<file path="src/mmio_pkg.sv">
/*
 * Peripheral page definitions for the native MMIO bus.
 * Address map, widths, bus and access structs, strap and GPIO pin bundles,
 * and the byte-strobe merge shared by the register blocks.
 */
package mmio_pkg;

  localparam int DATA_W    = 32;
  localparam int ADDR_W    = 32;
  localparam int STRB_W    = 4;
  localparam int GPIO_W    = 16;
  localparam int TIM_CFG_W = 3;

  // upper address bits of the page at 0x0300_00xx
  localparam logic [23:0] MMIO_PAGE = 24'h0300_00;

  localparam logic [7:0] OFS_GPIO     = 8'h00;
  localparam logic [7:0] OFS_GPIO_OEB = 8'h04;
  localparam logic [7:0] OFS_GPIO_PU  = 8'h08;
  localparam logic [7:0] OFS_GPIO_PD  = 8'h0c;
  localparam logic [7:0] OFS_CONFIG   = 8'h18;
  localparam logic [7:0] OFS_XTAL     = 8'h1c;
  localparam logic [7:0] OFS_PLL      = 8'h20;
  localparam logic [7:0] OFS_MFGR     = 8'h24;
  localparam logic [7:0] OFS_PROD     = 8'h28;
  localparam logic [7:0] OFS_MASK     = 8'h2c;
  localparam logic [7:0] OFS_CLKSEL   = 8'h30;
  localparam logic [7:0] OFS_TIM_CFG  = 8'h5c;
  localparam logic [7:0] OFS_TIM_VAL  = 8'h60;
  localparam logic [7:0] OFS_TIM_DAT  = 8'h64;

  // timer config bits
  localparam int TIM_EN     = 0;
  localparam int TIM_CONT   = 1;
  localparam int TIM_IRQ_EN = 2;

  typedef enum logic [4:0] {
    REG_NONE,
    REG_GPIO,
    REG_GPIO_OEB,
    REG_GPIO_PU,
    REG_GPIO_PD,
    REG_CONFIG,
    REG_XTAL,
    REG_PLL,
    REG_MFGR,
    REG_PROD,
    REG_MASK,
    REG_CLKSEL,
    REG_TIM_CFG,
    REG_TIM_VAL,
    REG_TIM_DAT
  } reg_id_e;

  typedef struct packed {
    logic              valid;
    logic [ADDR_W-1:0] addr;
    logic [DATA_W-1:0] wdata;
    logic [STRB_W-1:0] wstrb;
  } mmio_req_t;

  // single-cycle register access after decode
  typedef struct packed {
    logic              access;
    reg_id_e           reg_id;
    logic [DATA_W-1:0] wdata;
    logic [STRB_W-1:0] wstrb;
  } mmio_access_t;

  // config is a reserved word, hence config_byte
  typedef struct packed {
    logic [7:0]  config_byte;
    logic        xtal_ena;
    logic        reg_ena;
    logic        pll_cp_ena;
    logic        pll_vco_ena;
    logic        pll_bias_ena;
    logic [3:0]  pll_trim;
    logic [11:0] mfgr_id;
    logic [7:0]  prod_id;
    logic [3:0]  mask_rev;
    logic        clk_ext_sel;
  } strap_t;

  typedef struct packed {
    logic [GPIO_W-1:0] out;
    logic [GPIO_W-1:0] outenb;
    logic [GPIO_W-1:0] pullupb;
    logic [GPIO_W-1:0] pulldownb;
  } gpio_pins_t;

  // replace each byte of old_val whose strobe bit is set
  function automatic logic [DATA_W-1:0] strb_merge(
    input logic [DATA_W-1:0] old_val,
    input logic [DATA_W-1:0] new_val,
    input logic [STRB_W-1:0] strb
  );
    logic [DATA_W-1:0] res;
    res = old_val;
    for (int i = 0; i < STRB_W; i++) begin
      if (strb[i]) begin
        res[8*i +: 8] = new_val[8*i +: 8];
      end
    end
    return res;
  endfunction

endpackage

</file>
<file path="src/mmio_decode.sv">
/*
 * MMIO request decode.
 * Matches the peripheral page, maps the offset to a register id and
 * issues one access strobe per held bus request.
 */
`timescale 1ns/1ps

module mmio_decode (
  input  logic                  clk_i,
  input  logic                  rst_n_i,
  input  mmio_pkg::mmio_req_t    req_i,
  input  logic                  ready_i,
  output mmio_pkg::mmio_access_t acc_o
);
  import mmio_pkg::*;

  logic    in_page;
  reg_id_e reg_id;

  assign in_page = (req_i.addr[ADDR_W-1:8] == MMIO_PAGE);

  always_comb begin
    case (req_i.addr[7:0])
      OFS_GPIO:     reg_id = REG_GPIO;
      OFS_GPIO_OEB: reg_id = REG_GPIO_OEB;
      OFS_GPIO_PU:  reg_id = REG_GPIO_PU;
      OFS_GPIO_PD:  reg_id = REG_GPIO_PD;
      OFS_CONFIG:   reg_id = REG_CONFIG;
      OFS_XTAL:     reg_id = REG_XTAL;
      OFS_PLL:      reg_id = REG_PLL;
      OFS_MFGR:     reg_id = REG_MFGR;
      OFS_PROD:     reg_id = REG_PROD;
      OFS_MASK:     reg_id = REG_MASK;
      OFS_CLKSEL:   reg_id = REG_CLKSEL;
      OFS_TIM_CFG:  reg_id = REG_TIM_CFG;
      OFS_TIM_VAL:  reg_id = REG_TIM_VAL;
      OFS_TIM_DAT:  reg_id = REG_TIM_DAT;
      default:      reg_id = REG_NONE;
    endcase
  end

  // ready high blocks a second access for the same held request
  assign acc_o.access = req_i.valid && in_page && !ready_i;
  assign acc_o.reg_id = reg_id;
  assign acc_o.wdata  = req_i.wdata;
  assign acc_o.wstrb  = req_i.wstrb;

  a_single_access : assert property (
    @(posedge clk_i) disable iff (!rst_n_i)
    acc_o.access |=> !acc_o.access
  );

  // requester holds the request until it sees ready
  a_req_held : assert property (
    @(posedge clk_i) disable iff (!rst_n_i)
    (req_i.valid && !ready_i) |=> (req_i.valid && $stable(req_i.addr))
  );

endmodule

</file>
<file path="src/gpio_regs.sv">
/*
 * GPIO control registers.
 * Output, output-enable-bar, pull-up-bar and pull-down-bar, 16 bits each,
 * written byte by byte through strobe bits 0 and 1.
 */
`timescale 1ns/1ps

module gpio_regs (
  input  logic                  clk_i,
  input  logic                  rst_n_i,
  input  mmio_pkg::mmio_access_t acc_i,
  output mmio_pkg::gpio_pins_t   pins_o
);
  import mmio_pkg::*;

  gpio_pins_t pins_q;
  logic       wr_out;
  logic       wr_oeb;
  logic       wr_pu;
  logic       wr_pd;

  // upper strobe bits fall off with the truncation to GPIO_W
  function automatic logic [GPIO_W-1:0] gpio_upd(
    input logic [GPIO_W-1:0] cur,
    input mmio_access_t      acc
  );
    logic [DATA_W-1:0] merged;
    merged = strb_merge({{(DATA_W-GPIO_W){1'b0}}, cur}, acc.wdata, acc.wstrb);
    return merged[GPIO_W-1:0];
  endfunction

  assign wr_out = acc_i.access && (acc_i.reg_id == REG_GPIO);
  assign wr_oeb = acc_i.access && (acc_i.reg_id == REG_GPIO_OEB);
  assign wr_pu  = acc_i.access && (acc_i.reg_id == REG_GPIO_PU);
  assign wr_pd  = acc_i.access && (acc_i.reg_id == REG_GPIO_PD);

  always_ff @(posedge clk_i or negedge rst_n_i) begin
    if (!rst_n_i) begin
      pins_q.out       <= '0;
      pins_q.outenb    <= '1;  // pads start as inputs
      pins_q.pullupb   <= '0;
      pins_q.pulldownb <= '0;
    end else begin
      if (wr_out) begin
        pins_q.out <= gpio_upd(pins_q.out, acc_i);
      end
      if (wr_oeb) begin
        pins_q.outenb <= gpio_upd(pins_q.outenb, acc_i);
      end
      if (wr_pu) begin
        pins_q.pullupb <= gpio_upd(pins_q.pullupb, acc_i);
      end
      if (wr_pd) begin
        pins_q.pulldownb <= gpio_upd(pins_q.pulldownb, acc_i);
      end
    end
  end

  assign pins_o = pins_q;

  a_oeb_after_reset : assert property (
    @(posedge clk_i) $rose(rst_n_i) |-> (pins_o.outenb == '1)
  );

endmodule

</file>
<file path="src/counter_timer.sv">
/*
 * Down-counting timer.
 * Counts val toward zero while enabled, reloads from dat in continuous mode
 * or stops in one-shot mode, and raises a maskable interrupt on expiry.
 */
`timescale 1ns/1ps

module counter_timer (
  input  logic                           clk_i,
  input  logic                           rst_n_i,
  input  mmio_pkg::mmio_access_t          acc_i,
  output logic [mmio_pkg::TIM_CFG_W-1:0] cfg_o,
  output logic [mmio_pkg::DATA_W-1:0]    val_o,
  output logic [mmio_pkg::DATA_W-1:0]    dat_o,
  output logic                           irq_o
);
  import mmio_pkg::*;

  logic [TIM_CFG_W-1:0] cfg_q;
  logic [DATA_W-1:0]    val_q;
  logic [DATA_W-1:0]    dat_q;
  logic                 pending_q;
  logic                 cfg_we;
  logic                 val_we;
  logic                 dat_we;
  logic                 counting;
  logic                 expire;

  assign cfg_we = acc_i.access && (acc_i.reg_id == REG_TIM_CFG) && acc_i.wstrb[0];
  assign val_we = acc_i.access && (acc_i.reg_id == REG_TIM_VAL) && (|acc_i.wstrb);
  assign dat_we = acc_i.access && (acc_i.reg_id == REG_TIM_DAT) && (|acc_i.wstrb);

  assign counting = cfg_q[TIM_EN] && (val_q != '0);
  // the step from one to zero, unless a bus write overrides it
  assign expire   = cfg_q[TIM_EN] && (val_q == DATA_W'(1)) && !val_we;

  always_ff @(posedge clk_i or negedge rst_n_i) begin
    if (!rst_n_i) begin
      cfg_q     <= '0;
      val_q     <= '0;
      dat_q     <= '0;
      pending_q <= 1'b0;
    end else begin
      if (cfg_we) begin
        cfg_q <= acc_i.wdata[TIM_CFG_W-1:0];
      end else if (expire && !cfg_q[TIM_CONT]) begin
        cfg_q[TIM_EN] <= 1'b0;
      end

      if (val_we) begin
        val_q <= strb_merge(val_q, acc_i.wdata, acc_i.wstrb);
      end else if (expire && cfg_q[TIM_CONT]) begin
        val_q <= dat_q;
      end else if (counting) begin
        val_q <= val_q - 1'b1;
      end

      if (dat_we) begin
        dat_q <= strb_merge(dat_q, acc_i.wdata, acc_i.wstrb);
      end

      // any config write acknowledges the interrupt
      if (cfg_we) begin
        pending_q <= 1'b0;
      end else if (expire) begin
        pending_q <= 1'b1;
      end
    end
  end

  assign cfg_o = cfg_q;
  assign val_o = val_q;
  assign dat_o = dat_q;
  assign irq_o = pending_q && cfg_q[TIM_IRQ_EN];

  // a raised interrupt holds until a config write acknowledges it
  a_irq_held : assert property (
    @(posedge clk_i) disable iff (!rst_n_i)
    (irq_o && !cfg_we) |=> irq_o
  );

  a_no_wrap : assert property (
    @(posedge clk_i) disable iff (!rst_n_i)
    (!cfg_q[TIM_CONT] && (val_q == '0) && !val_we) |=> (val_q == '0)
  );

endmodule

</file>
<file path="src/mmio_resp.sv">
/*
 * MMIO response path.
 * Selects read data by register id and returns it with a one-cycle
 * registered ready pulse.
 */
`timescale 1ns/1ps

module mmio_resp (
  input  logic                           clk_i,
  input  logic                           rst_n_i,
  input  mmio_pkg::mmio_access_t          acc_i,
  input  logic [mmio_pkg::GPIO_W-1:0]    gpio_in_i,
  input  mmio_pkg::gpio_pins_t            pins_i,
  input  mmio_pkg::strap_t                strap_i,
  input  logic [mmio_pkg::TIM_CFG_W-1:0] tim_cfg_i,
  input  logic [mmio_pkg::DATA_W-1:0]    tim_val_i,
  input  logic [mmio_pkg::DATA_W-1:0]    tim_dat_i,
  output logic                           ready_o,
  output logic [mmio_pkg::DATA_W-1:0]    rdata_o
);
  import mmio_pkg::*;

  logic [DATA_W-1:0] rd_mux;
  logic [DATA_W-1:0] rdata_q;
  logic              ready_q;

  // a write returns the value held before the same edge
  always_comb begin
    case (acc_i.reg_id)
      REG_GPIO:     rd_mux = {pins_i.out, gpio_in_i};
      REG_GPIO_OEB: rd_mux = {16'd0, pins_i.outenb};
      REG_GPIO_PU:  rd_mux = {16'd0, pins_i.pullupb};
      REG_GPIO_PD:  rd_mux = {16'd0, pins_i.pulldownb};
      REG_CONFIG:   rd_mux = {24'd0, strap_i.config_byte};
      REG_XTAL:     rd_mux = {30'd0, strap_i.xtal_ena, strap_i.reg_ena};
      REG_PLL: begin
        rd_mux = {25'd0, strap_i.pll_trim, strap_i.pll_cp_ena,
                  strap_i.pll_vco_ena, strap_i.pll_bias_ena};
      end
      REG_MFGR:     rd_mux = {20'd0, strap_i.mfgr_id};
      REG_PROD:     rd_mux = {24'd0, strap_i.prod_id};
      REG_MASK:     rd_mux = {28'd0, strap_i.mask_rev};
      REG_CLKSEL:   rd_mux = {31'd0, strap_i.clk_ext_sel};
      REG_TIM_CFG:  rd_mux = {{(DATA_W-TIM_CFG_W){1'b0}}, tim_cfg_i};
      REG_TIM_VAL:  rd_mux = tim_val_i;
      REG_TIM_DAT:  rd_mux = tim_dat_i;
      default:      rd_mux = '0;
    endcase
  end

  always_ff @(posedge clk_i or negedge rst_n_i) begin
    if (!rst_n_i) begin
      ready_q <= 1'b0;
    end else begin
      ready_q <= acc_i.access;
    end
  end

  always_ff @(posedge clk_i) begin
    if (acc_i.access) begin
      rdata_q <= rd_mux;
    end
  end

  assign ready_o = ready_q;
  assign rdata_o = rdata_q;

  a_ready_pulse : assert property (
    @(posedge clk_i) disable iff (!rst_n_i)
    ready_o |=> !ready_o
  );

endmodule

</file>
<file path="src/soc_mmio_top.sv">
/*
 * Peripheral page top level.
 * Connects request decode, GPIO registers, timer and response path.
 */
`timescale 1ns/1ps

module soc_mmio_top (
  input  logic                        clk_i,
  input  logic                        rst_n_i,
  input  mmio_pkg::mmio_req_t          req_i,
  output logic                        ready_o,
  output logic [mmio_pkg::DATA_W-1:0] rdata_o,
  input  logic [mmio_pkg::GPIO_W-1:0] gpio_in_i,
  input  mmio_pkg::strap_t             strap_i,
  output mmio_pkg::gpio_pins_t         gpio_o,
  output logic                        timer_irq_o
);
  import mmio_pkg::*;

  mmio_access_t         acc;
  logic [TIM_CFG_W-1:0] tim_cfg;
  logic [DATA_W-1:0]    tim_val;
  logic [DATA_W-1:0]    tim_dat;

  mmio_decode u_decode (
    .clk_i  (clk_i),
    .rst_n_i(rst_n_i),
    .req_i  (req_i),
    .ready_i(ready_o),
    .acc_o  (acc)
  );

  gpio_regs u_gpio (
    .clk_i  (clk_i),
    .rst_n_i(rst_n_i),
    .acc_i  (acc),
    .pins_o (gpio_o)
  );

  counter_timer u_timer (
    .clk_i  (clk_i),
    .rst_n_i(rst_n_i),
    .acc_i  (acc),
    .cfg_o  (tim_cfg),
    .val_o  (tim_val),
    .dat_o  (tim_dat),
    .irq_o  (timer_irq_o)
  );

  mmio_resp u_resp (
    .clk_i    (clk_i),
    .rst_n_i  (rst_n_i),
    .acc_i    (acc),
    .gpio_in_i(gpio_in_i),
    .pins_i   (gpio_o),
    .strap_i  (strap_i),
    .tim_cfg_i(tim_cfg),
    .tim_val_i(tim_val),
    .tim_dat_i(tim_dat),
    .ready_o  (ready_o),
    .rdata_o  (rdata_o)
  );

endmodule

</file>
<file path="config.mk">
export PLATFORM = sky130hd
export DESIGN_NAME = soc_mmio_top
export DESIGN_NICKNAME = d
export VERILOG_FILES = /design/src/mmio_pkg.sv /design/src/mmio_decode.sv /design/src/gpio_regs.sv /design/src/counter_timer.sv /design/src/mmio_resp.sv /design/src/soc_mmio_top.sv
export SDC_FILE = /design/constraint.sdc
export NUM_CORES = 1
export LEC_CHECK = 0
export BUFFER_PORTS_ARGS = -buffer_cell sky130_fd_sc_hd__buf_2
export CAP_MARGIN = 40
export CORE_UTILIZATION = 38
export CTS_BUF_LIST = sky130_fd_sc_hd__clkbuf_4 sky130_fd_sc_hd__clkbuf_8
export CTS_CLUSTER_DIAMETER = 40
export CTS_CLUSTER_SIZE = 10
export DETAILED_ROUTE_END_ITERATION = 6
export PLACE_DENSITY = 0.72
export SETUP_SLACK_MARGIN = 0.15
export SYNTH_ARGS = -nofsm -noshare
export SYNTH_HDL_FRONTEND = slang
export SYNTH_SLANG_ARGS = --single-unit
</file>
<file path="constraint.sdc">
create_clock -name clk_i -period 3 [get_ports clk_i]
set_input_delay 0.75 -clock clk_i [delete_from_list [all_inputs] [get_ports clk_i]]
set_output_delay 0.75 -clock clk_i [all_outputs]
set_load 0.02 [all_outputs]
</file>
-- Word-level counts from Yosys, hierarchy flattened
Index checks and enable logic that the tools add are counted.
- add/sub/neg operators: 1
- equality and inequality tests: 33
- mux-type cells: 13
- reduce and logical (&&, ||, !) cells: 43
- operator list (cell ; number):
    32-bit one-hot mux with 14 select lines ; 1
    32-bit two-way mux ; 3
    4-bit one-hot mux with 14 select lines ; 1
    8-bit by 6-bit equality test with 1-bit output (second input constant) ; 5
    32-bit by 1-bit equality test with 1-bit output (second input constant) ; 1
    8-bit two-way mux ; 4
    2-bit AND reduction ; 16
    32-bit nonzero test ; 1
    32-bit by 1-bit subtractor with 32-bit output (second input constant) ; 1
    4-bit equality test (second input constant) ; 7
    24-bit by 18-bit equality test with 1-bit output (second input constant) ; 1
    8-bit by 7-bit equality test with 1-bit output (second input constant) ; 3
    1-bit logical AND ; 18
    4-bit by 3-bit equality test with 1-bit output (second input constant) ; 4
    8-bit by 4-bit equality test with 1-bit output (second input constant) ; 2
    8-bit by 5-bit equality test with 1-bit output (second input constant) ; 2
    4-bit by 2-bit equality test with 1-bit output (second input constant) ; 2
    8-bit by 3-bit equality test with 1-bit output (second input constant) ; 1
    8-bit zero test ; 1
    2-bit inequality test (second input constant) ; 4
    4-bit by 1-bit equality test with 1-bit output (second input constant) ; 1
    1-bit two-way mux ; 4
    2-bit nonzero test ; 2
    4-bit OR reduction ; 1
    2 further kinds ; 4
- register bits: 165
- bits of input ports: 129
- output and inout port bits: 98

-- Longest topological paths before layout
- word-level depth: 10
- mapped depth: 10
- depth with buffers taken out: 9

-- Cells and area by module
From an unflattened synthesis, not the netlist that was laid out.
- cells, all modules: 897
- area total of the unflattened synthesis: 9629.2 µm²
- by module, submodules not included (module ; instances ; cells an instance ; area each (µm²) ; seq. area each (µm²)):
    counter_timer ; 1 ; 448 ; 4187.8 ; 1701.6
    gpio_regs ; 1 ; 145 ; 2502.4 ; 1621.6
    mmio_resp ; 1 ; 220 ; 2386.0 ; 985.9
    mmio_decode ; 1 ; 84 ; 553.0 ; 0.0

-- Worst setup path after synthesis
OpenSTA, ideal clock, no wires.
- path type: in2reg
- start: in req_i[51] (netlist bit)
- end: reg u_gpio.pins_q, in the netlist u_gpio.pins_o[0]
- library setup time: 0.125 ns
- arrival time: 3.536 ns
- required time: 2.875 ns
- setup slack: -0.661 ns
- cell stages on the path: 7
- path buffers: 2
- cell sequence: nor4_1 > nand4_1 > nor2_1 > buf_1 > and3_1 > clkbuf_1 > mux2_2
- RTL lines (element ; RTL line ; RTL):
    start, declared ; soc_mmio_top.sv:10 ; input mmio_pkg::mmio_req_t req_i,
    end, declared ; gpio_regs.sv:16 ; gpio_pins_t pins_q;

-- Final worst setup path
- start: reg u_timer.val_q[27] (netlist: u_timer.val_o[27])
- end: reg u_timer.val_q[1] (netlist: u_timer.val_o[1])
- longest elaborated chain between the ends: 6
- elaborated cells on any way between the ends: 10
- RTL lines (element ; RTL line ; RTL):
    start, declared ; counter_timer.sv:20 ; logic [DATA_W-1:0] val_q;
    start signal, assigned ; counter_timer.sv:51 ; val_q <= strb_merge(val_q, acc_i.wdata, acc_i.wstrb);
    start signal, assigned ; counter_timer.sv:53 ; val_q <= dat_q;
    start signal, assigned ; counter_timer.sv:55 ; val_q <= val_q - 1'b1;
    32-bit by 1-bit equality test with 1-bit output ; counter_timer.sv:35 ; assign expire = cfg_q[TIM_EN] && (val_q == DATA_W'(1)) && !val_we;
    1-bit logical AND (2 in series) ; counter_timer.sv:35 ;
    1-bit logical AND ; counter_timer.sv:52 ; end else if (expire && cfg_q[TIM_CONT]) begin
    3-bit nonzero test (no source line) / 32-bit two-way mux (equally long branches) ; - ;
    2-bit AND reduction (no source line) / 32-bit two-way mux (equally long branches) ; - ;
Several ways; a longest one is shown, not always the timed one.
A chain may end at the register's enable or synchronous reset.

==> summary.txt <==
max-cap violations = 0
EDFF count, synth = 32
number of synthesized register bits = 165
worst IR drop on VDD = 0.000275 V
Post-Layout Cell Count = 1371
Leakage = 5.46 nW
width of the die = 153 um
port bufs = 226
path type of the worst setup path = flip-flop to flip-flop
main flop type after synthesis = dfrtp_1
Avg Inst Size Synth = 11.0 um2
Post-Syn Instances = 792
critical register-to-register path startpoint = u_timer.val_o[27]
Slew @ Worst Pin = 0.569 ns
clock buffer depth = 2
WL/cell = 21.0 um
Setup Viol. Count Final = 0
Final Power = 4.31 mW
Fmax achieved = 0.366 GHz
WHS = 0.182 ns
DRC = 0
syn nets = 923
clock sinks = 165
Core Util, Final = 51.1%
Worst-path clk slew = 0.09 ns
Post-synth ARST share = 80.6%
PD cells = 382 mW/mm2
final worst path period share = 91.2%
Crit Path Max Fanout = 32
Final ANT Viol Nets = 0
hold_buf cts = 0
layout cells sized above 1 = 45.0%
critical path required time = 3.36 ns
DRT Pass-1 Iters = 6
CP Data Arrival Time = 3.10 ns
reg2reg setup slack = 0.26 ns
Yosys warning total = 0
final slew viol count = 0
Final Hold Violating Endpoints = 0
fin crit period = 2.74 ns
First DRT Iteration DRCs = 779
Final #Nets = 1208
num rows = 54
post-DP HPWL = 21700 um
Vias = 8008
placed cell count = 1338
root buffer cell = clkbuf_8
post-synth top area share = 33.7%
Die Y = 153 um
initial antenna violation count = 1
pin count of the biggest net entering global routing = 60
core box area = 0.0221 mm2
Ports = 227
sequential area share after synthesis = 49.6%
H-Tree Depth = 4
clk_skew = 0.0123 ns
drt total wl = 28900 um
CP Launch Type = flip-flop
area grow syn2layout = 30.0%
routed vias/inst = 5.84
final worst slack = 0.265 ns
CTS tree = done
Synth cell types = 68
Critical Path End Type = flip-flop
Reg-to-Reg End = u_timer.val_o[1]
CTS Buf Count = 17
clk_lat worst skew = 0.47 ns
top post-synthesis cells by area = dfrtp_1 34%, mux2_2 13%, edfxtp_1 11%
vias in the first global route = 7854
Initial Util = 39.3%
die area = 0.0235 mm2
Synth area leader = dfrtp_1
FF-to-FF path depth = 7
Tot GR Track Use = 25.0%
status = complete, no violations
HP Class = input pin to async pin
pre-CTS setup slack = -0.105 ns
relative slew slack = 61.7%
GRT overflow = 0
Mapped Area = 0.00869 mm2
first-pass GRT wire length = 45000 um
Final GP Congestion = 0.898
unrepaired setup endpoints after global routing = no
## where the power goes
part,switching (mW),total (mW),internal [mW]
Clock,0.851,1.77,0.921
Combinational,0.154,0.261,0.108
Sequential,0.0000000205,2.28,2.28
Total,1.00,4.31,3.31
## logic make-up after synthesis
kind of cell / after synthesis / share of synthesized area, %
AO/OA/AOI/OAI: 185 / 15.7
AND/OR/NAND/NOR: 247 / 15.7
adder cells (fa/ha/maj): 2 / 0.288
buffers and inverters: 69 / 3.30
multiplexers: 104 / 13.4
flip-flops: 165 / 49.6
XOR/XNOR: 20 / 2.01
## worst max path at each step
| stage | from | end | slack [ns] |
|---|---|---|---|
| 4_1_cts | u_timer.val_o[16] | u_timer.val_o[1] | 0.26 |
| 5_1_grt | u_timer.val_o[27] | u_timer.val_o[1] | 0.18 |
| 6_report | u_timer.val_o[27] | u_timer.val_o[1] | 0.26 |
| 3_5_place_dp | req_i[43] | u_gpio.pins_o[47] | -0.10 |
| 2_1_floorplan | req_i[41] | u_gpio.pins_o[53] | 0.04 |
| 3_3_place_gp | req_i[39] | u_resp.rdata_o[10] | -0.30 |
## per-stage QoR
step,instance area (um2),setup TNS (ns)
after floorplan,8750,0
after global placement,10800,-7.27
after detailed placement,10900,-1.42
after CTS,11300,0
after global routing,11300,0
final,11300,0
## repair_timing
action | in CTS | in global routing
endpoints found under the setup margin | 0 | 21
resized for setup | 0 | 2
setup buffers | 0 | 0
endpoints found under the hold margin | 0 | 0
## state kept, by name (all words and copies together) (netlist names)
signal and count:
u_resp.ready_o 1, u_timer.dat_o 32, u_timer.pending_q 1, u_resp.rdata_o 32
u_gpio.pins_o 64, u_timer.cfg_o 3, u_timer.val_o 32
## routing by layer
metal | global-route usage, % | up-vias | part of all wire, %
li1 | - | 3610 | -
met1 | 34.5 | 3961 | 43
met2 | 39.7 | 400 | 47
met3 | 4.79 | 37 | 8.8
met4 | 7.50 | 0 | 1.5
met5 | 0 | - | 0
## cell usage in the layout (no fill, tap or decap), types with 4 or more instances in the layout
cell / netlist / routed
bufinv_16: 0 / 4
a31oi_1: 8 / 8
o211ai_1: 7 / 7
nor4_1: 17 / 14
inv_1: 21 / 21
buf_4: 0 / 77
nand2_1: 64 / 64
mux2i_1: 4 / 4
nor4_2: 4 / 6
nor2_1: 59 / 57
nor3_1: 13 / 13
o21a_1: 5 / 5
nand2b_1: 7 / 6
dfstp_2: 16 / 16
clkbuf_8: 0 / 17
nor3_2: 4 / 4
xor2_1: 12 / 12
a222oi_1: 37 / 37
a22oi_1: 18 / 18
clkinvlp_4: 0 / 5
or3_1: 5 / 5
buf_12: 0 / 11
nand3_1: 21 / 21
a221oi_1: 5 / 5
a21oi_1: 50 / 50
and3_1: 8 / 8
dfrtp_1: 117 / 117
edfxtp_1: 32 / 32
buf_2: 16 / 225
o21ai_0: 15 / 15
mux2_4: 0 / 9
nand4_1: 9 / 9
a211oi_1: 15 / 15
xnor2_1: 8 / 8
nand3b_1: 5 / 5
mux2_2: 100 / 91
## synthesized netlist by cell type (7+ instances only)
cell type,n
a31oi_1,8
a21oi_1,50
buf_2,16
a22oi_1,18
o21ai_0,15
nor3_1,13
a211oi_1,15
edfxtp_1,32
o211ai_1,7
nor2_1,59
xnor2_1,8
nor4_1,17
xor2_1,12
nand2b_1,7
dfrtp_1,117
inv_1,21
clkbuf_1,28
nand3_1,21
a222oi_1,37
mux2_2,100
nand2_1,64
and3_1,8
dfstp_2,16
nand4_1,9
## worst max-delay path, stage by stage (launching register included)
cell	delay, ns
dfrtp_1	0.46
nor4_1	0.57
nand4_1	0.24
nand3b_1	0.44
buf_4	0.36
o21ai_0	0.18
a21oi_1	0.09
mux2_2	0.26
## layout make-up
type / instances / area (um2)
flip-flops and latches: 165 / 4310
repair buffers: 314 / 1950
clock inverters: 13 / 181
well taps: 280 / 350
multi-input cells: 558 / 4180
diodes: 1 / 2.50
clock buffers: 19 / 249
inverters: 21 / 78.8
fillers: 1986 / 10800
Note: power is estimated with default switching activity, not from simulation.
